`config.mk`:
```
export PLATFORM = sky130hd
export DESIGN_NAME = exeReg
export DESIGN_NICKNAME = d
export VERILOG_FILES = /design/src/design/exePkg.sv /design/src/design/exeReg.sv
export VERILOG_INCLUDE_DIRS = /design/src /design/src/design
export SDC_FILE = /design/constraint.sdc
export NUM_CORES = 1
export LEC_CHECK = 0
export BUFFER_PORTS_ARGS = -buffer_cell sky130_fd_sc_hd__buf_4
export CAP_MARGIN = 5
export CORE_AREA = 5 5 153 155
export DETAILED_ROUTE_END_ITERATION = 12
export DIE_AREA = 0 0 158 160
export PLACE_DENSITY = 0.68
export SKIP_LAST_GASP = 1
export SLEW_MARGIN = 5
export SYNTH_ARGS = -nofsm -noshare
export SYNTH_HDL_FRONTEND = slang
export SYNTH_SLANG_ARGS = --single-unit
```
`constraint.sdc`:
```
create_clock -name clk -period 1.2 [get_ports clk]
set_input_delay 0.24 -clock clk [delete_from_list [all_inputs] [get_ports clk]]
set_output_delay 0.24 -clock clk [all_outputs]
set_load 0.01 [all_outputs]
```
`src/design/exeStage_defines.svh`:
```
`ifndef EXE_STAGE_DEFINES_SVH
`define EXE_STAGE_DEFINES_SVH

// datapath and register file
`define DATA_W      32
`define REG_ADDR_W  5

// jal/jalr write back pc plus this
`define LINK_OFFSET 8

// multi-cycle unit latency, counted from the start cycle
`define DIV_STEPS   32
`define MULT_STEPS  2

`endif

```
`src/design/exePkg.sv`:
```
`include "exeStage_defines.svh"

package exePkg;

    typedef enum logic [4:0] {
        opAdd,
        opAddu,
        opSub,
        opSubu,
        opAnd,
        opOr,
        opXor,
        opNor,
        opSlt,
        opSltu,
        opSll,
        opSrl,
        opSra,
        opLui,
        opMult,
        opMultu,
        opDiv,
        opDivu,
        opMthi,
        opMtlo,
        opNop
    } aluOpE;

    typedef enum logic [2:0] {
        brNone,
        brBeq,
        brBne,
        brBgez,
        brBgtz,
        brBlez,
        brBltz,
        brJr
    } branchTypeE;

    typedef struct packed {
        logic gprWr;
        logic hiWr;
        logic loWr;
    } regsWrT;

    typedef enum logic [1:0] {wbLink, wbAluOut, wbOutB} wbSelE;
    typedef enum logic [1:0] {dstRd, dstRt, dstRa} dstSelE;
    typedef enum logic [1:0] {readBusB, readHi, readLo} readSelE;

    typedef struct packed {
        logic overflow;
        logic reserved;
        logic syscall;
        logic breakPt;
    } exceptT;

    // decoded instruction entering execute
    typedef struct packed {
        logic [`DATA_W-1:0]     busA;
        logic [`DATA_W-1:0]     busB;
        logic [`DATA_W-1:0]     imm32;
        logic [`DATA_W-1:0]     pc;
        logic [`DATA_W-1:0]     instr;
        logic [`REG_ADDR_W-1:0] rs;
        logic [`REG_ADDR_W-1:0] rt;
        logic [`REG_ADDR_W-1:0] rd;
        aluOpE                  aluOp;
        regsWrT                 regsWr;
        wbSelE                  wbSel;
        dstSelE                 dstSel;
        readSelE                readSel;
        logic                   aluSrcA;  // 1: shamt
        logic                   aluSrcB;  // 1: imm32
        branchTypeE             branchType;
        exceptT                 except;
    } idExeT;

    typedef struct packed {
        logic [`DATA_W-1:0]     pc;
        logic [`DATA_W-1:0]     aluOut;
        logic [`DATA_W-1:0]     outB;
        logic [`DATA_W-1:0]     result;  // bypass value
        logic [`REG_ADDR_W-1:0] dst;
        regsWrT                 regsWr;
        wbSelE                  wbSel;
        exceptT                 except;
    } exeMemT;

endpackage

```
`src/design/exeReg.sv`:
```
`timescale 1ns/1ps

module exeReg (
    input  logic          clk,
    input  logic          rstN,
    input  logic          wr,
    input  logic          flush,
    input  exePkg::idExeT d,
    output exePkg::idExeT q,
    output logic [4:0]    shamt
);
    import exePkg::*;

    always_ff @(posedge clk) begin
        if (!rstN || flush) begin
            q       <= '0;     // bubble
            q.aluOp <= opNop;  // zero opcode would decode as add
        end else if (wr) begin
            q <= d;
        end
    end

    assign shamt = q.instr[10:6];  // R-type sa field

endmodule

```
; ---- Yosys cells after proc, flatten, opt, wreduce, memory -nomap -nowiden
; Index checks and enable logic that the tools add are counted.
[totals]
inputBits = 202
wordCells = 24
ramBits = 0
latchBits = 0
memories = 0
rom_bits = 0
output_inout_bits = 203
ff_bits = 198
[classes]
n_div = 0
n_lt_le_gt_ge = 0
reduce_logical = 2
n_eq_ne = 0
mul = 0
shifts = 0
muxes = 0
add_sub_neg = 0
bitwise_logic = 0
[op_table]
columns = cell, count
row1 = 1-bit zero test, 1
row2 = 1-bit logical OR, 1

; ---- Depth between registers and ports, before layout
[depth]
ltp_word = 2
mapped_depth = 5
depth_no_buf = 2

; ---- Least setup slack after synthesis
; Ideal clock, no wire load.
[synth_path]
kind = input to register
start = input port flush
end = register q[184] (netlist bit)
arrival_ps = 926
setup_ps = 128
required_ps = 1072
cell_stages = 5
slack_ps = 147
n_path_buf = 3
cell_sequence = nand2b_1 -> buf_4 -> buf_4 -> clkbuf_1 -> nor2_1
[synth_via]
elab_chain_len = 1
[synth_lines]
columns = item, line_no
row1 = "start, declared", exeReg.sv:7  ; input logic flush,
row2 = 1-bit logical OR, exeReg.sv:15  ; if (!rstN || flush) begin
row3 = "end, declared", exeReg.sv:9  ; output exePkg::idExeT q,
; Every way passes these cells.
; A chain may end at the register's enable or synchronous reset.

; ---- Final worst setup path
[layout_path]
start = register q[47] (netlist bit)
end = output port q[47] (netlist bit)
; No word-level cell between the ends.

==> impl_metrics.env <==
export IMPL_syn_area_um2=7010
export IMPL_io_buffer_count=404
export IMPL_synth_top_flop_cell="dfxtp_1"
export IMPL_period_share_pct=96.7
export IMPL_fmax_ghz=0.861
export IMPL_gp_congestion=0.769
export IMPL_reg2reg_from="q[22]"
export IMPL_arrival_ps=920
export IMPL_slowest_delay_ps=360
export IMPL_final_nets=1247
export IMPL_ys_ff_latch=198
export IMPL_postRouteAntennaNets=0
export IMPL_synth_distinct_cells=10
export IMPL_grt_antenna_before_repair=0
export IMPL_via_count=5878
export IMPL_reg_top3="q: 198 flops"
export IMPL_stdcell_count=1338
export IMPL_setup_tns_final_ps=0
export IMPL_worstSetupPathType="reg2out"
export IMPL_overflow=0
export IMPL_synth_edff_count=0
export IMPL_status="completed"
export IMPL_cts_root_buf="clkbuf_16"
export IMPL_cts_sinks=198
export IMPL_period_needed_ps=1160
export IMPL_numCtsBuffers=17
export IMPL_setup_viol=0
export IMPL_grt_use_total_pct=16.6
export IMPL_dp_hpwl_um=17500
export IMPL_critPathLaunch="q[47]"
export IMPL_initialDrtViolationCount=176
export IMPL_total_power_mw=14.4
export IMPL_reg2reg_depth=2
export IMPL_fin_util_pct=50.9
export IMPL_fillers=2055
export IMPL_hp_class="in2reg"
export IMPL_die_h_um=160
export IMPL_synth_net_count=846
export IMPL_netlist_top_cell_by_area="dfxtp_1"
export IMPL_antennaDiodeCount=0
export IMPL_cts_tree="yes"
export IMPL_seq_area_frac_synth_pct=56.5
export IMPL_cts_buffer_depth=2
export IMPL_wl_um=22300
export IMPL_hold_worst_slack_ps=42.2
export IMPL_end_kind="output port"
export IMPL_max_slew_worst_pin_slew_ps=248
export IMPL_synth_area_leaders="dfxtp_1 (57%), mux2i_1 (28%), nor2_1 (10%), buf_4 (2.7%), buf_2 (0.93%)"
export IMPL_async_flop_share_pct=0
export IMPL_die_w_um=158
export IMPL_drv_slew=0
export IMPL_post_synth_cell_area_avg_um2=10.9
export IMPL_cp_slowest_cell="dfxtp_2"
export IMPL_route_detailed_drc=0
export IMPL_syn_instance_count=644
export IMPL_critPathRequiredTime_ps=960
export IMPL_whs_path_depth=3
export IMPL_max_cap_violations=0
export IMPL_holdCritStartpoint="d[35]"
export IMPL_worst_slack_ps=39.2
export IMPL_slew_headroom_pct=83.5
export IMPL_coreArea_um2=21700
export IMPL_synth_common_cells="dfxtp_1 (198), mux2i_1 (196), nor2_1 (196)"
export IMPL_grt_start_max_net_pins=36
export IMPL_rows=54
export IMPL_hold_viol=0
export IMPL_worstReg2RegEnd="q[22]"
export IMPL_cts_htree_levels=4
export IMPL_skew_ps=0
export IMPL_detail_route_first_pass_iterations=4
export IMPL_critPathTopFamily="flip-flops"
export IMPL_cp_start_kind="register"
export IMPL_drive_gt1_share_pct=45.3
export IMPL_critPathBufInv=1
export IMPL_grt_pass1_wl_um=32900
export IMPL_largest_reg_flops=198
export IMPL_clock_latency_ps=420
export IMPL_vdd_drop_max_uv=836
export IMPL_rsz0062_at_grt="yes"
export IMPL_power_density_nw_per_um2=1300
export IMPL_synth_top_area_share_pct=56.5
export IMPL_initial_core_util_pct=32.3
export IMPL_r2r_slack_ps=430
export IMPL_wire_per_inst_um=16.7
export IMPL_path_cells="buf_4"
export IMPL_area_growth_pct=57.5
export IMPL_vias_per_cell=4.39
export IMPL_cp_max_fo=3
export IMPL_p_leak_nw=5.56
export IMPL_stdcell_area_um2=11000
export IMPL_largest_register="q"
export IMPL_ioPinCount=405
export IMPL_die_area_um2=25300
export IMPL_place_area_um2=10400
export IMPL_hold_end="q[35]"
export IMPL_yosys_cell_count_top_type="dfxtp_1"
export IMPL_first_global_vias=6096
export IMPL_synth_warnings=0
export IMPL_dp_slack_ps=57.5
export IMPL_path_clk_slew_ps=80
export IMPL_numPlacedInstances=1304
-- logic make-up (layout without fill, tap and decap cells) --
group	after synthesis	count (layout)	synth area share (%)
and+or+nand+nor	199	199	10.8
DFF	198	198	56.5
muxes	196	196	28.0
buffers and inverters	49	463	4.51
AOI/OAI and AO/OA	2	2	0.250
-- final cells by class --
| class | instances | area [um2] | share of cell area, % |
|---|---|---|---|
| sequential | 198 | 3990 | 36.1 |
| multi-input combinational | 397 | 2740 | 24.8 |
| timing repair buffer | 431 | 3390 | 30.6 |
| tap | 280 | 350 | 3.17 |
| clock buffer | 19 | 443 | 4.01 |
| clock inverter | 13 | 140 | 1.27 |
-- how the worst max path moves through the flow --
stage / endpoint / cells past startpoint
4_1_cts: q[85] / 1
3_5_place_dp: q[116] / 4
2_1_floorplan: q[184] / 5
5_1_grt: q[47] / 1
6_report: q[47] / 1
3_3_place_gp: q[128] / 4
-- metal layers --
layer  wire (um)  vias to the layer above  global-route usage [%]  share of wire (%)
li1            -                     2921                       -                  -
met1        8600                     2672                    18.6                 39
met2       10800                      265                    28.4                 49
met3        2530                       20                    7.20                 11
met4         344                        0                    4.73                1.5
met5           0                        -                       0                  0
-- repair_timing --
item | in CTS | in global routing
hold endpoints to repair | 2 | 0
endpoints found under the setup margin | 9 | 14
hold buffers | 2 | 0
gates resized for setup | 5 | 13
setup buffers | 0 | 0
-- cells in the final DEF, fill, tap and decap left out --
master and count:
buf_4 417, mux2i_1 196, nor2_1 196, dfxtp_1 180
dfxtp_2 18, clkbuf_16 17, buf_12 11, inv_6 8
clkinv_8 4, nor2b_1 2, a211o_1 2, dlygate4sd3_1 2
nand2b_4 1, clkbuf_8 1, clkbuf_1 1, clkinv_2 1
buf_8 1
-- worst reg2reg max path, cell delays in order, from the launching register on --
cell	delay [ps]
dfxtp_1	320
nor2b_1	120
a211o_1	220
-- power by group --
| group | internal (mW) | switching [mW] |
|---|---|---|
| clock network | 2.84 | 2.79 |
| logic | 1.10 | 0.774 |
| registers | 6.79 | 0.114 |
| total | 10.7 | 3.67 |
(Power assumes the default switching activity.)
