## config.mk

```make
export PLATFORM = sky130hd
export DESIGN_NAME = hiLo
export DESIGN_NICKNAME = d
export VERILOG_FILES = /design/src/design/exePkg.sv /design/src/design/hiLo.sv
export VERILOG_INCLUDE_DIRS = /design/src /design/src/design
export SDC_FILE = /design/constraint.sdc
export NUM_CORES = 1
export LEC_CHECK = 0
export ABC_AREA = 1
export BUFFER_PORTS_ARGS = -buffer_cell sky130_fd_sc_hd__clkbuf_2
export CORE_ASPECT_RATIO = 0.9
export CORE_MARGIN = 1
export CORE_UTILIZATION = 30
export DETAILED_ROUTE_END_ITERATION = 8
export GPL_ROUTABILITY_DRIVEN = 0
export HOLD_SLACK_MARGIN = 0.15
export PLACE_DENSITY_LB_ADDON = 0.2
export SLEW_MARGIN = 20
export SYNTH_ARGS = -nofsm -noshare
export SYNTH_HDL_FRONTEND = slang
export SYNTH_SLANG_ARGS = --single-unit
```

## constraint.sdc

```tcl
create_clock -name clk -period 1.3 [get_ports clk]
set_input_delay 0.13 -clock clk [delete_from_list [all_inputs] [get_ports clk]]
set_output_delay 0.13 -clock clk [all_outputs]
set_load 0.02 [all_outputs]
```

## src/design/exeStage_defines.svh

```systemverilog
`ifndef EXE_STAGE_DEFINES_SVH
`define EXE_STAGE_DEFINES_SVH

// datapath and register file
`define DATA_W      32
`define REG_ADDR_W  5

// jal/jalr write back pc plus this
`define LINK_OFFSET 8

// multi-cycle unit latency, counted from the start cycle
`define DIV_STEPS   32
`define MULT_STEPS  2

`endif

```

## src/design/exePkg.sv

```systemverilog
`include "exeStage_defines.svh"

package exePkg;

    typedef enum logic [4:0] {
        opAdd,
        opAddu,
        opSub,
        opSubu,
        opAnd,
        opOr,
        opXor,
        opNor,
        opSlt,
        opSltu,
        opSll,
        opSrl,
        opSra,
        opLui,
        opMult,
        opMultu,
        opDiv,
        opDivu,
        opMthi,
        opMtlo,
        opNop
    } aluOpE;

    typedef enum logic [2:0] {
        brNone,
        brBeq,
        brBne,
        brBgez,
        brBgtz,
        brBlez,
        brBltz,
        brJr
    } branchTypeE;

    typedef struct packed {
        logic gprWr;
        logic hiWr;
        logic loWr;
    } regsWrT;

    typedef enum logic [1:0] {wbLink, wbAluOut, wbOutB} wbSelE;
    typedef enum logic [1:0] {dstRd, dstRt, dstRa} dstSelE;
    typedef enum logic [1:0] {readBusB, readHi, readLo} readSelE;

    typedef struct packed {
        logic overflow;
        logic reserved;
        logic syscall;
        logic breakPt;
    } exceptT;

    // decoded instruction entering execute
    typedef struct packed {
        logic [`DATA_W-1:0]     busA;
        logic [`DATA_W-1:0]     busB;
        logic [`DATA_W-1:0]     imm32;
        logic [`DATA_W-1:0]     pc;
        logic [`DATA_W-1:0]     instr;
        logic [`REG_ADDR_W-1:0] rs;
        logic [`REG_ADDR_W-1:0] rt;
        logic [`REG_ADDR_W-1:0] rd;
        aluOpE                  aluOp;
        regsWrT                 regsWr;
        wbSelE                  wbSel;
        dstSelE                 dstSel;
        readSelE                readSel;
        logic                   aluSrcA;  // 1: shamt
        logic                   aluSrcB;  // 1: imm32
        branchTypeE             branchType;
        exceptT                 except;
    } idExeT;

    typedef struct packed {
        logic [`DATA_W-1:0]     pc;
        logic [`DATA_W-1:0]     aluOut;
        logic [`DATA_W-1:0]     outB;
        logic [`DATA_W-1:0]     result;  // bypass value
        logic [`REG_ADDR_W-1:0] dst;
        regsWrT                 regsWr;
        wbSelE                  wbSel;
        exceptT                 except;
    } exeMemT;

endpackage

```

## src/design/hiLo.sv

```systemverilog
`timescale 1ns/1ps
`include "exeStage_defines.svh"

module hiLo (
    input  logic               clk,
    input  logic               rstN,
    input  logic               finish,
    input  exePkg::regsWrT     wr,
    input  logic [`DATA_W-1:0] dataWr,
    input  logic [`DATA_W-1:0] mdHi,
    input  logic [`DATA_W-1:0] mdLo,
    output logic [`DATA_W-1:0] hi,
    output logic [`DATA_W-1:0] lo
);
    import exePkg::*;

    always_ff @(posedge clk) begin
        if (!rstN) begin
            hi <= '0;
            lo <= '0;
        end else if (finish) begin
            hi <= mdHi;  // mdu result takes both halves
            lo <= mdLo;
        end else begin
            if (wr.hiWr) hi <= dataWr;  // mthi
            if (wr.loWr) lo <= dataWr;  // mtlo
        end
    end

endmodule

```

# Word level (Yosys, flattened, before mapping)
# Cells that the tools add are included.
[totals]
register_bits = 64
out_inout_bits = 64
inputBits = 102
[op_classes]
reduce_logical = 2
muxes = 4
[op_table]
columns = ["operator", "count"]
rows = [
  ["$mux W32", 4],
  ["$reduce_bool A2 Y1", 2],
]

# Longest topological paths before layout
[logic_depth]
depth_word = 2
ltp_mapped = 7
mapped_depth_nobuf = 5

# Worst setup path after synthesis
# OpenSTA, ideal clock, no wires.
[synth_timing]
path_kind = "input to register"
from = "input port wr[1] in the netlist's numbering"
to = "register hi[18]"
t_arrival_ns = 0.861
n_path_buf = 2
cell_stages = 6
t_required_ns = 1.243
setup_ns = 0.057
path_slack_ns = 0.382
cell_sequence = "clkbuf_1 -> clkbuf_1 -> nand3_1 -> nand3_1 -> nand2_1 -> inv_1"
[synth_via]
elab_chain_len = 1
[synth_rtl]
columns = ["element", "line_no", "source"]
rows = [
  ["start, declared", "hiLo.sv:8", "input exePkg::regsWrT wr,"],
  ["$reduce_bool A2 Y1 (no line)", "-", ""],
  ["end signal, assigned", "hiLo.sv:22", "hi <= mdHi;"],
  ["end signal, assigned", "hiLo.sv:25", "if (wr.hiWr) hi <= dataWr;"],
  ["end, declared", "hiLo.sv:12", "output logic [`DATA_W-1:0] hi,"],
]
# Every way passes these cells.
# A chain may end at the register's enable or synchronous reset.

# Worst setup path after layout
[layout_timing]
from = "input port mdHi[25]"
to = "register hi[25]"
[layout_via]
elab_chain_len = 1
[layout_rtl]
columns = ["element", "line_no", "source"]
rows = [
  ["start, declared", "hiLo.sv:10", "input logic [`DATA_W-1:0] mdHi,"],
  ["$mux W32", "hiLo.sv:21", "end else if (finish) begin"],
]
# Every way passes these cells.

==> reports/metrics.yaml <==
detailed_routing:
  vias: 3831
  post_drt_wl_per_cell_um: 12.95
  via_per_inst: 4.555
  drtPass1Iterations: 4
  first_iter_violations: 207
  drc: 0
  antenna_left: 0
  wirelength_mm: 10.89
global_route:
  grt_max_degree: 52
  grt_pass1_vias: 4046
  antenna_found_initial: 0
  grt_usage: 0.2254
  grt_pass1_wl_mm: 18.73
  grt-ovfl-total: 0
placement:
  dp_cells: 756
  dpl-instance-area_mm2: 0.004040
  place_hpwl_mm: 6.850
  port_buffers: 164
cells_and_area:
  n_antenna_cell: 0
  syn2layout_area_growth_pct: 63.32
  final_nets: 813
  fin_util: 0.5095
  fin_cells: 841
  final_layout_size_suffix_gt1_frac: 0.2741
  final_area_mm2: 0.004964
  nFillCells: 952
floorplanning:
  chipHeight_um: 97.49
  initial_core_util: 0.3120
  fp.dieW_um: 108.1
  rows: 34
  fp.coreArea_mm2: 0.009742
  ioPinCount: 166
  dieArea_mm2: 0.01054
cts:
  clockBufferDepth: 2
  cts-buffers-inserted: 9
  h-tree-depth: 3
  cts_num_sinks: 64
  root_buffer: "clkbuf_8"
  cts_setup_buffers: 0
  clock_latency_ns: 0.34
  cts.clk_slew.worst_paths_ns: 0.07
  cts_tree: "done"
synth:
  synth.ff_latch_count: 64
  synthCells: 485
  synth_edf_count: 0
  syn_nets: 587
  synth_most_common_cell: "nand2_1"
  synth_area_per_cell_um2: 6.266
  yosys.area.top_type: "dfxtp_1"
  synth_top_area_share: 0.4216
  synth_cell_types: 9
  synthTopCellsByArea: "dfxtp_1 (42%), nand2_1 (24%), nand3_1 (21%), inv_1 (7.9%), buf_2 (2.3%)"
  yosys-top-cells-count: "nand2_1 (192), nand3_1 (128), dfxtp_1 (64), inv_1 (64), clkbuf_1 (15)"
  synth_area_mm2: 0.003039
  ys_warn_count: 0
  ys_seq_area_frac: 0.4216
  synthFlopType: "dfxtp_1"
  synth-async-reset-ratio: 0
setup_path:
  r2r-start: "hi[25]"
  cp-start-kind: "input pin"
  critPathArrivalTime_ns: 1.54
  path_max_fanout: 1
  worstSetupEndpointType: "register"
  crit_start: "mdHi[25]"
  worstPathCellList: "dlygate4sd3_1, clkbuf_2, nand2_1, nand3_1, dlygate4sd3_1, nand2_1, inv_1"
  reg2reg_slack_ns: 0.13
  max_stage_delay_ns: 0.55
  reg2reg_depth: 5
  r2r-end: "hi[25]"
  crit_path_top_delay_cell: "dlygate4sd3_1"
  required_ns: 1.55
  critical_path_class: "input pin to register"
timing:
  rsz0062_at_grt: "false"
  period_needed_ns: 1.294
  setup_violations: 0
  max_freq_ghz: 0.7727
  fin_tns_setup_ns: 0
  drv_slew: 0
  max-slew-margin-rel: 0.7386
  hold_viol: 0
  min_period_over_period: 0.9955
  worst_clock_skew_ns: 0
  worstMarginPinSlew_ns: 0.3922
min_path:
  whs_path_depth: 5
  hold_start: "dataWr[7]"
  worstHoldPathType: "input pin to register"
  holdPathEnd: "lo[7]"
power:
  ir_drop_mv: 0.4271
  cellLeakagePower_uw: 0.002922
  p_per_area_mw_per_mm2: 1061
status:
  status: "finished, final reports clean"
run:
  cap_violations: 0
## through the flow
| step | worst slack (ns) | total power, µW | hold slack (ns) |
|---|---|---|---|
| CTS | 0.01651 | 5562 | 0.1629 |
| finish | 0.005881 | 5265 | 0.1221 |
| floorplan | 0.3825 | 2754 | 0.3297 |
| detailed placement | 0.2524 | 3194 | 0.4266 |
| global placement | 0.2649 | 3182 | 0.4239 |
| global route | 0.001685 | 5594 | 0.1558 |
## per-layer routing
layer  part of all wire  GRT usage  wire [µm]  vias up
met5                  0          0          0        -
met4              0.016    0.06849        177        0
met3              0.067    0.06237        729       18
met2               0.47     0.3915       5153      138
met1               0.44     0.2656       4831     1732
li1                   -          -          -     1943
## report_power, final
group          internal (µW)  leakage (µW)  switching [µW]
sequential              2090      0.000530            70.8
combinational            523       0.00228             639
clock                   1170      0.000112             768
## final cells by class
| type | count | area, µm² | share of cell area |
|---|---|---|---|
| Inverter | 65 | 244.0 | 0.04916 |
| Clock inverter | 3 | 65.06 | 0.01311 |
| Sequential cell | 64 | 1281 | 0.2581 |
| Timing Repair Buffer | 249 | 1687 | 0.3398 |
| Multi-Input combinational cell | 322 | 1374 | 0.2768 |
| Clock buffer | 12 | 155.1 | 0.03126 |
| Tap cell | 126 | 157.7 | 0.03176 |
## cells in the final DEF, fill, tap and decap left out
master,netlist,routed
clkbuf_2,0,164
bufinv_16,0,2
buf_12,0,4
clkinv_2,0,1
dfxtp_1,64,64
clkbuf_1,15,1
nor2_2,0,2
dlymetal6s4s_1,0,1
nand3_1,128,128
nand2_1,192,192
inv_1,64,64
clkbuf_8,0,11
buf_4,0,11
dlygate4sd3_1,0,69
inv_2,1,1
## how the worst max path moves through the flow
| stage | endpoint | slack, ns |
|---|---|---|
| finish | hi[25] | 0.006 |
| global route | hi[25] | 0.002 |
| CTS | lo[31] | 0.02 |
| detailed placement | hi[22] | 0.25 |
| global placement | hi[26] | 0.26 |
| floorplan | hi[18] | 0.38 |
## cells by family (layout without fill, tap and decap cells)
logic type,Yosys count,in the layout,share of synthesized area
buffers and inverters,99,329,0.1280
DFF,64,64,0.4216
and+or+nand+nor,322,322,0.4504
## timing repair
item,in CTS,in global routing
hold buffers,127,2
resized for setup,0,1
setup endpoints to repair,0,60
hold endpoints to repair,64,2
## critical path, delay by kind of cell
family / cells / cell delay [ns]
buffers and inverters: 4 / 1.22
and+or+nand+nor: 3 / 0.19
## flip-flops by register name (all words and copies together), names as in the netlist
signal  cells
hi         32
lo         32
No activity file was read; power rests on OpenSTA's default activity.
