$ cat config.mk
export PLATFORM = sky130hd
export DESIGN_NAME = branchSolve
export DESIGN_NICKNAME = d
export VERILOG_FILES = /design/src/design/exePkg.sv /design/src/design/branchSolve.sv
export VERILOG_INCLUDE_DIRS = /design/src /design/src/design
export SDC_FILE = /design/constraint.sdc
export NUM_CORES = 1
export LEC_CHECK = 0
export BUFFER_PORTS_ARGS = -buffer_cell sky130_fd_sc_hd__buf_2
export CELL_PAD_IN_SITES_DETAIL_PLACEMENT = 1
export CELL_PAD_IN_SITES_GLOBAL_PLACEMENT = 1
export CORE_MARGIN = 2
export CORE_UTILIZATION = 17
export DETAILED_ROUTE_END_ITERATION = 6
export PLACE_DENSITY_LB_ADDON = 0.1
export SETUP_SLACK_MARGIN = 0.05
export SLEW_MARGIN = 20
export SYNTH_ARGS = -nofsm -noshare
export SYNTH_HDL_FRONTEND = slang
export SYNTH_SLANG_ARGS = --single-unit
$ cat constraint.sdc
create_clock -name vclk -period 1.8
set_clock_uncertainty 0.15 [all_clocks]
set_input_delay 0.18 -clock vclk [all_inputs]
set_output_delay 0.18 -clock vclk [all_outputs]
set_load 0.02 [all_outputs]
$ cat src/design/exeStage_defines.svh
`ifndef EXE_STAGE_DEFINES_SVH
`define EXE_STAGE_DEFINES_SVH

// datapath and register file
`define DATA_W      32
`define REG_ADDR_W  5

// jal/jalr write back pc plus this
`define LINK_OFFSET 8

// multi-cycle unit latency, counted from the start cycle
`define DIV_STEPS   32
`define MULT_STEPS  2

`endif

$ cat src/design/exePkg.sv
`include "exeStage_defines.svh"

package exePkg;

    typedef enum logic [4:0] {
        opAdd,
        opAddu,
        opSub,
        opSubu,
        opAnd,
        opOr,
        opXor,
        opNor,
        opSlt,
        opSltu,
        opSll,
        opSrl,
        opSra,
        opLui,
        opMult,
        opMultu,
        opDiv,
        opDivu,
        opMthi,
        opMtlo,
        opNop
    } aluOpE;

    typedef enum logic [2:0] {
        brNone,
        brBeq,
        brBne,
        brBgez,
        brBgtz,
        brBlez,
        brBltz,
        brJr
    } branchTypeE;

    typedef struct packed {
        logic gprWr;
        logic hiWr;
        logic loWr;
    } regsWrT;

    typedef enum logic [1:0] {wbLink, wbAluOut, wbOutB} wbSelE;
    typedef enum logic [1:0] {dstRd, dstRt, dstRa} dstSelE;
    typedef enum logic [1:0] {readBusB, readHi, readLo} readSelE;

    typedef struct packed {
        logic overflow;
        logic reserved;
        logic syscall;
        logic breakPt;
    } exceptT;

    // decoded instruction entering execute
    typedef struct packed {
        logic [`DATA_W-1:0]     busA;
        logic [`DATA_W-1:0]     busB;
        logic [`DATA_W-1:0]     imm32;
        logic [`DATA_W-1:0]     pc;
        logic [`DATA_W-1:0]     instr;
        logic [`REG_ADDR_W-1:0] rs;
        logic [`REG_ADDR_W-1:0] rt;
        logic [`REG_ADDR_W-1:0] rd;
        aluOpE                  aluOp;
        regsWrT                 regsWr;
        wbSelE                  wbSel;
        dstSelE                 dstSel;
        readSelE                readSel;
        logic                   aluSrcA;  // 1: shamt
        logic                   aluSrcB;  // 1: imm32
        branchTypeE             branchType;
        exceptT                 except;
    } idExeT;

    typedef struct packed {
        logic [`DATA_W-1:0]     pc;
        logic [`DATA_W-1:0]     aluOut;
        logic [`DATA_W-1:0]     outB;
        logic [`DATA_W-1:0]     result;  // bypass value
        logic [`REG_ADDR_W-1:0] dst;
        regsWrT                 regsWr;
        wbSelE                  wbSel;
        exceptT                 except;
    } exeMemT;

endpackage

$ cat src/design/branchSolve.sv
`timescale 1ns/1ps
`include "exeStage_defines.svh"

module branchSolve (
    input  exePkg::branchTypeE branchType,
    input  logic [`DATA_W-1:0] a,
    input  logic [`DATA_W-1:0] b,
    output logic               taken
);
    import exePkg::*;

    logic aNeg;
    logic aZero;

    assign aNeg  = a[`DATA_W-1];
    assign aZero = (a == '0);

    always_comb begin
        case (branchType)
            brBeq:   taken = (a == b);
            brBne:   taken = (a != b);
            brBgez:  taken = !aNeg;
            brBgtz:  taken = !aNeg && !aZero;
            brBlez:  taken = aNeg || aZero;
            brBltz:  taken = aNeg;
            brJr:    taken = 1'b1;  // register jump always redirects
            default: taken = 1'b0;
        endcase
    end

endmodule

Word level (Yosys, flattened, before mapping)
Cells that the tools add are included. Widths: inputs -> output; s select.

Flip-flop bits (word level): 0. Input port bits: 67. Output and inout port bits: 1. Logic and storage cells: 15.

Equality and inequality tests: 9. Muxes and demuxes: 1. Reduce and logical (&&, ||, !) cells: 5.

Operators with widths (number): $eq 32x32->1 (1); $logic_not 32->1 (1); $ne 32x32->1 (1); $eq 3x3->1 const B (4); $pmux 1 s7 (1); $eq 3x2->1 const B (2); $eq 3x1->1 const B (1); $logic_not 1->1 (2); $logic_and 1x1->1 (1); $logic_or 1x1->1 (1).

Depth between registers and ports, before layout
Gate-level depths: netlist of run 1.

Depth in word-level cells: 4. Mapped depth: 5. Gate-level depth less buffers: 5.

Worst setup path before layout of run 1
Ideal clock, no wire load.

Path type: in2out. Start: input a[24]. End: output taken. Data arrival time: 1.548 ns. Data required time: 1.470 ns. Slack: -0.078 ns. Stages on the path: 5. Path buffers: 0. Cells stage by stage: nor4_1 nand4_1 o2111a_1 a311o_1 or3b_1.

Word-level cells in the longest chain between the ends: 4. Elaborated cells between the ends (all ways): 7. Those cells by class: eq/ne (2); mux (1); reduce/logical (4).

RTL lines: start: declaration (RTL line branchSolve.sv:6) `` input logic [`DATA_W-1:0] a, ``; $logic_not 32->1 (RTL line branchSolve.sv:16) `assign aZero = (a == '0);`; $logic_not 1->1 (RTL line branchSolve.sv:23) `brBgtz: taken = !aNeg && !aZero;`; $logic_and 1x1->1 (RTL line branchSolve.sv:23); $pmux 1 s7 * (RTL line branchSolve.sv:19) `case (branchType)`; end: declaration (RTL line branchSolve.sv:8) `output logic taken`.

Every way passes the cells marked *; elsewhere a longest branch is shown, timed or not.

Final worst setup path of run 1
Start: input a[25]. End: output taken.

The elaborated chain is that of the path after synthesis.

==> impl_metrics.csv, run 1 <==
group,metric,value,unit
detailed_routing,routed_wl,2320,um
cells_and_area,syn_to_final_growth,123,%
synth,synth_seq_area_share,0,
global_routing,antenna_found_initial,0,
global_routing,grt_pass1_wl,3780,um
placement,io_buffers,68,
outcome,violations,"setup timing",
sta,hold_viol_final,0,
floorplanning,die_h,57.9,um
sta,tightestPinTransition,0.267,ns
cells_and_area,antenna_cells,0,
detailed_routing,num_vias,813,
synth,synthTopCellsByArea,"xnor2_1 57%, nand4_1 13%, nor4_1 11%, nor4_2 2.5%, o2111a_1 2.3%",
floorplanning,die_w,57.9,um
floorplanning,rows,19,
synth,syn-num-nets,132,
detailed_routing,ant_nets,0,
cells_and_area,fin_util,0.399,
setup_path,path_max_fanout,2,
detailed_routing,firstDrtPassIters,4,
power_and_ir_drop,swShare,0.435,
cells_and_area,design.seq.count,0,
setup_path,startpoint_type,"primary input",
synth,yosys_warnings,0,
floorplanning,pin_count,68,
synth,syn_area,493,sq um
floorplanning,initial_core_util,0.179,
power_and_ir_drop,powerDensity,227,nW/um^2
sta,grt_setup_unrepaired,"yes",
detailed_routing,drc,0,
floorplanning,dieArea,3350,sq um
synth,synthDistinctLibCells,14,
min_path,hp-class,"primary input to output port",
cells_and_area,fillers,359,
placement,dpl_worst_slack,-0.412,ns
global_routing,grt_max_degree,6,
synth,yosys.area.top_type,"xnor2_1",
global_routing,track_usage,0.141,
placement,hpwlAfterDp,2150,um
power_and_ir_drop,p_seq_frac,0,
synth,synth_top_area_frac,0.569,
job,drv_cap,0,
placement,dpl_cell_area,991,sq um
power_and_ir_drop,vdd_drop_max,97.9,uV
setup_path,crit_path_end_kind,"output port",
sta,fin_crit,2.09,ns
clock_tree,post_cts_buffers,0,
global_routing,grt_pass1_vias,858,
cells_and_area,nets,211,
clock_tree,cts_hold_buf,0,
synth,synth_area_per_cell,7.58,sq um
cells_and_area,register_area,0,sq um
sta,fmax,478,MHz
sta,fin_ws,-0.290,ns
sta,drv_slew,0,
cells_and_area,design_area,1100,sq um
power_and_ir_drop,power_frac_comb,1.000,
cells_and_area,multi_input_area,613,sq um
sta,setup_viol_count_final,1,
power_and_ir_drop,power.total,0.249,mW
placement,gp_congestion,0.767,
detailed_routing,drt_iter0_drc,13,
setup_path,path_class,"primary input to output port",
power_and_ir_drop,clock_power_share,0,
synth,yosys-top-cells-count,"32 x xnor2_1, 10 x nand4_1, 9 x nor4_1",
floorplanning,core,2760,sq um
power_and_ir_drop,switchingPower,0.109,mW
cells_and_area,drive_gt1_frac,0.627,
synth,synth.most_common_cell,"xnor2_1",
power_and_ir_drop,internal_power,0.141,mW
setup_path,worstPathArrival,1.76,ns
detailed_routing,wl_per_cell,13.4,um
cells_and_area,nClkBuffers,0,
sta,finalCritPeriodShare,1.16,
power_and_ir_drop,p_leak,0.459,nW
detailed_routing,viasPerCell,4.70,
sta,whs,0.730,ns
synth,syn_inst,65,
global_routing,overflow,0,
sta,slew_headroom,0.822,
setup_path,cp_data_required_time,1.47,ns
outcome,status,"complete, but fails checks",
## layout by cell type, fill, tap and decap left out
master	count
inv_1	2
or3b_4	1
xnor2_1	31
nor4_2	2
nor4_1	1
buf_2	62
nor3b_1	1
a311o_1	1
xnor2_2	1
buf_6	5
o21ai_0	2
nor2_1	1
nand3_1	2
nand4_1	10
nand2_1	1
buf_4	10
o2111a_1	1
nor4_4	7
a2111oi_2	1
## path summary, 6_finish.rpt
| check | from | to | depth (start not counted) |
|---|---|---|---|
| setup / recovery | a[25] | taken | 7 |
| hold / removal | branchType[0] | taken | 4 |
## metrics by stage
stage | instances | setup TNS (ns)
2_1_floorplan | 65 | -0.00691
3_3_place_gp | 173 | -0.434
3_5_place_dp | 173 | -0.412
4_1_cts | 173 | -0.303
5_1_grt | 173 | -0.362
6_report | 173 | -0.290
## routing by layer
metal | vias to the layer above | share of wire | GRT usage
met3 | 0 | 0.12 | 0.0201
met5 | - | 0 | 0
met2 | 51 | 0.49 | 0.253
met4 | 0 | 0 | 0
li1 | 403 | - | -
met1 | 359 | 0.39 | 0.189
## critical path: stages
cell and delay, ns:
buf_2 0.13, nor4_4 0.27, nand4_1 0.14, o2111a_1 0.27, a311o_1 0.26, or3b_4 0.37, buf_6 0.14
## cells by family after synthesis
kind of cell,Yosys count,share of synthesized area
AO/OA/AOI/OAI,5,0.0812
XOR/XNOR,32,0.569
buffers and inverters,2,0.0152
AND/OR/NAND/NOR,26,0.335
## power by group through the flow
stage / Clock [mW] / Combinational, mW / Sequential (mW)
after floorplan: 0 / 0.0888 / 0
after global placement: 0 / 0.222 / 0
after detailed placement: 0 / 0.226 / 0
after CTS: 0 / 0.247 / 0
after global routing: 0 / 0.272 / 0
final: 0 / 0.249 / 0
## cell type report
cell class | count | share of cell area
Inverter | 2 | 0.00682
Multi-Input combinational cell | 63 | 0.557
Tap cell | 31 | 0.0352
Timing Repair Buffer | 77 | 0.401
## repair_timing
| item | CTS | global route |
|---|---|---|
| setup endpoints to repair | 1 | 1 |
| pin swaps | 6 | 6 |
| resized for setup | 16 | 6 |
No activity file was read; power rests on OpenSTA's default activity.
==> inputs of run 2 (changes only) <==
==> constraint.sdc (replaced) <==
create_clock -name vclk -period 1.8
set_clock_uncertainty 0.15 [all_clocks]
set_input_delay 0.18 -clock vclk [all_inputs]
set_output_delay 0.18 -clock vclk [all_outputs]
set_load 0.01 [all_outputs]
==> impl_metrics.csv, run 2 (synthesis results as in run 1) <==
group,metric,value,unit
sta,fin_ws,-0.293,ns
global_routing,use_met2,0.260,
detailed_routing,ant_nets,0,
outcome,status,"complete, but fails checks",
power_and_ir_drop,powerDensity,226,nW/um^2
setup_path,startpoint_type,"primary input",
global_routing,overflow,0,
placement,io_buffers,68,
power_and_ir_drop,p_leak,0.494,nW
sta,slew_headroom,0.815,
placement,place_inst,173,
detailed_routing,wl_per_cell,13.7,um
global_routing,grt_pass1_wl,3860,um
min_path,min_from,"branchType[0]",
global_routing,grt_max_degree,6,
outcome,violations,"setup timing",
floorplanning,initial_core_util,0.179,
sta,hold_viol_final,0,
cells_and_area,syn_to_final_growth,140,%
global_routing,met1_usage,0.187,
sta,fmax,478,MHz
setup_path,path_max_fanout,2,
placement,hpwlAfterDp,2120,um
setup_path,crit_path_end_kind,"output port",
setup_path,worstPathArrival,1.76,ns
global_routing,grt_pass1_vias,875,
cells_and_area,instances_no_fill,175,
cells_and_area,layout_common_cells,"55 x buf_2, 30 x xnor2_1, 11 x buf_4, 10 x nand4_1, 10 x buf_6",
sta,grt_setup_unrepaired,"yes",
detailed_routing,drt_iter0_drc,8,
power_and_ir_drop,vdd_drop_max,108,uV
min_path,holdPathStages,4,
floorplanning,die_w,57.9,um
job,drv_cap,0,
detailed_routing,drc,0,
setup_path,cp_data_required_time,1.47,ns
floorplanning,die_h,57.9,um
min_path,hp-class,"primary input to output port",
floorplanning,core,2760,sq um
cells_and_area,nets,213,
global_routing,use_met3,0.0201,
cells_and_area,fin_util,0.429,
detailed_routing,viasPerCell,4.68,
sta,finalCritPeriodShare,1.16,
detailed_routing,num_vias,819,
global_routing,track_usage,0.142,
global_routing,grt_most_used_layer,"met2",
sta,drv_slew,0,
detailed_routing,routed_wl,2400,um
power_and_ir_drop,power.total,0.267,mW
min_path,whs_endpoint,"taken",
global_routing,antenna_found_initial,0,
setup_path,path_class,"primary input to output port",
cells_and_area,design.seq.count,0,
cells_and_area,nClkBuffers,0,
cells_and_area,register_area,0,sq um
floorplanning,rows,19,
floorplanning,pin_count,68,
detailed_routing,firstDrtPassIters,2,
sta,setup_viol_count_final,1,
floorplanning,dieArea,3350,sq um
cells_and_area,antenna_cells,0,
sta,tightestPinTransition,0.277,ns
cells_and_area,drive_gt1_frac,0.639,
sta,fin_crit,2.09,ns
placement,gp_congestion,0.767,
cells_and_area,final_common_cell,"buf_2",
-- run 2: changes by cell type in the layout (fill, tap and decap cells not counted) --
cell | previous run | this run
buf_4 | 10 | 11
buf_8 | 0 | 3
buf_6 | 5 | 10
xnor2_2 | 1 | 2
xnor2_1 | 31 | 30
buf_2 | 62 | 55
-- run 2: cell type report --
| cell class | instances | area, sq um |
|---|---|---|
| fillers | 354 | 1580 |
| multi-input cells | 63 | 621 |
| repair buffers | 79 | 515 |
| well taps | 31 | 38.8 |
| inverters | 2 | 7.51 |
-- run 2: what timing repair did --
item | CTS | global route
resized for setup | 27 | 10
buffers inserted | 2 | 0
cloned | 0 | 0
pin swaps | 11 | 7
setup endpoints to repair | 1 | 1
hold buffers | 0 | 0
-- run 2: metal layers --
layer / wire, um / vias up
met4: 0 / 0
met2: 1190 / 43
li1: - / 406
met1: 976 / 370
met3: 238 / 0
met5: 0 / -
-- run 2: stage by stage --
| stage | area, sq um | hold WS (ns) | setup TNS [ns] | setup WS (ns) |
|---|---|---|---|---|
| floorplan | 544 | 0.462 | 0 | 0.0196 |
| global placement | 991 | 0.720 | -0.415 | -0.415 |
| detailed placement | 991 | 0.726 | -0.388 | -0.388 |
| CTS | 1140 | 0.710 | -0.312 | -0.312 |
| global route | 1180 | 0.753 | -0.364 | -0.364 |
| finish | 1180 | 0.719 | -0.293 | -0.293 |
-- run 2: worst max-delay path: stages --
cell and delay, ns:
buf_2 0.13, nor4_4 0.26, nand4_1 0.15, o2111a_1 0.28
a311o_1 0.26, or3b_4 0.37, buf_6 0.13
-- run 2: where the power goes --
part | switching [mW] | total, mW | internal (mW)
logic | 0.109 | 0.267 | 0.158
registers | 0 | 0 | 0
clock network | 0 | 0 | 0
-- run 2: worst max path at each step --
stage,startpoint,endpoint,cells past startpoint
after floorplan,a[3],taken,5
final,a[11],taken,7
after detailed placement,a[7],taken,7
after global placement,a[24],taken,7
after global routing,a[10],taken,7
after CTS,a[30],taken,7
==> inputs of run 3 (changes only) <==
--- a/config.mk
+++ b/config.mk
@@ -12,6 +12,7 @@
 export CORE_MARGIN = 2
 export CORE_UTILIZATION = 17
 export DETAILED_ROUTE_END_ITERATION = 6
+export GPL_TIMING_DRIVEN = 0
 export PLACE_DENSITY_LB_ADDON = 0.1
 export SETUP_SLACK_MARGIN = 0.05
 export SLEW_MARGIN = 20
==> impl_metrics.csv, run 3 (synthesis results as in run 1) <==
group,metric,value,unit
outcome,status,"complete, but fails checks",
outcome,violations,"setup timing",
min_path,hp-class,"primary input to output port",
floorplanning,core,2760,sq um
detailed_routing,wl_per_cell,14.0,um
sta,tightestPinTransition,0.395,ns
global_routing,grt_max_degree,6,
cells_and_area,drive_gt1_frac,0.593,
detailed_routing,ant_nets,0,
cells_and_area,design.seq.count,0,
sta,fin_ws,-0.351,ns
cells_and_area,syn_to_final_growth,115,%
detailed_routing,firstDrtPassIters,4,
sta,grt_setup_unrepaired,"yes",
sta,fin_crit,2.15,ns
cells_and_area,antenna_cells,0,
detailed_routing,drt_iter0_drc,9,
sta,fmax,465,MHz
cells_and_area,final_common_cell,"buf_2",
power_and_ir_drop,vdd_drop_max,90.8,uV
sta,finalCritPeriodShare,1.19,
global_routing,overflow,0,
detailed_routing,drc,0,
cells_and_area,layout_common_cells,"59 x buf_2, 32 x xnor2_1, 10 x nand4_1, 7 x nor4_4",
floorplanning,die_w,57.9,um
power_and_ir_drop,powerDensity,226,nW/um^2
setup_path,worstPathArrival,1.82,ns
floorplanning,die_h,57.9,um
setup_path,startpoint_type,"primary input",
sta,slew_headroom,0.730,
detailed_routing,routed_wl,2330,um
placement,io_buffers,68,
floorplanning,dieArea,3350,sq um
global_routing,track_usage,0.143,
placement,dpl_cell_area,923,sq um
placement,gp_congestion,0.731,
setup_path,path_max_fanout,2,
global_routing,grt_pass1_vias,879,
sta,setup_tns,-0.351,ns
setup_path,crit_path_end_kind,"output port",
cells_and_area,nets,204,
placement,hpwlAfterDp,2120,um
power_and_ir_drop,power.total,0.239,mW
detailed_routing,num_vias,768,
setup_path,cp_data_required_time,1.47,ns
floorplanning,initial_core_util,0.179,
sta,setup_viol_count_final,1,
sta,drv_slew,0,
global_routing,antenna_found_initial,0,
sta,hold_viol_final,0,
floorplanning,pin_count,68,
power_and_ir_drop,p_leak,0.416,nW
cells_and_area,register_area,0,sq um
detailed_routing,viasPerCell,4.63,
cells_and_area,nClkBuffers,0,
setup_path,path_class,"primary input to output port",
floorplanning,rows,19,
global_routing,grt_pass1_wl,3770,um
cells_and_area,design_area,1060,sq um
job,drv_cap,0,
-- run 3: cell types whose count changed in the layout (fill, tap and decap cells not counted) --
cell	delta
buf_6	-6
buf_4	-7
a2111oi_0	+1
buf_2	+4
xnor2_1	+2
xnor2_2	-2
a2111oi_2	-1
-- run 3: path summary, 6_finish.rpt --
kind,start,endpoint,slack [ns],depth (start not counted)
setup / recovery,a[8],taken,-0.35,7
hold / removal,branchType[0],taken,0.73,4
-- run 3: per-stage QoR --
stage          hold slack, ns  setup WS, ns  std cells  utilization
2_1_floorplan           0.462        0.0196         65            -
3_3_place_gp            0.737        -0.502        164        0.335
3_5_place_dp            0.731        -0.539        164        0.335
4_1_cts                 0.719        -0.379        165        0.370
5_1_grt                 0.749        -0.405        166        0.385
6_report                0.727        -0.351        166        0.385
-- run 3: area by class of cell --
type | count | area [sq um]
timing repair buffer | 70 | 415
fill | 353 | 1700
tap | 31 | 38.8
inverter | 2 | 7.51
multi-input combinational | 63 | 599
-- run 3: per-layer routing --
metal	vias to the layer above	routed length (um)	global-route usage
li1	388	-	-
met1	335	967	0.183
met2	45	1120	0.268
met3	0	245	0.0201
met4	0	0	0
met5	-	0	0
-- run 3: report_power, final --
part	switching [mW]	leakage, nW	internal [mW]
Combinational	0.102	0.416	0.137
Clock	0	0	0
Sequential	0	0	0
Total	0.102	0.416	0.137
-- run 3: repair_timing --
action	4_1_cts	5_1_grt
resized for setup	18	6
pin swaps	9	9
cloned	0	0
hold buffers	0	0
setup buffers	1	1
hold endpoints to repair	0	0
setup endpoints to repair	1	1
-- run 3: worst max-delay path, stage by stage --
cell	delay (ns)
buf_8	0.10
nor4_4	0.30
nand4_1	0.16
o2111a_1	0.27
a311o_1	0.28
or3b_4	0.40
buf_6	0.13
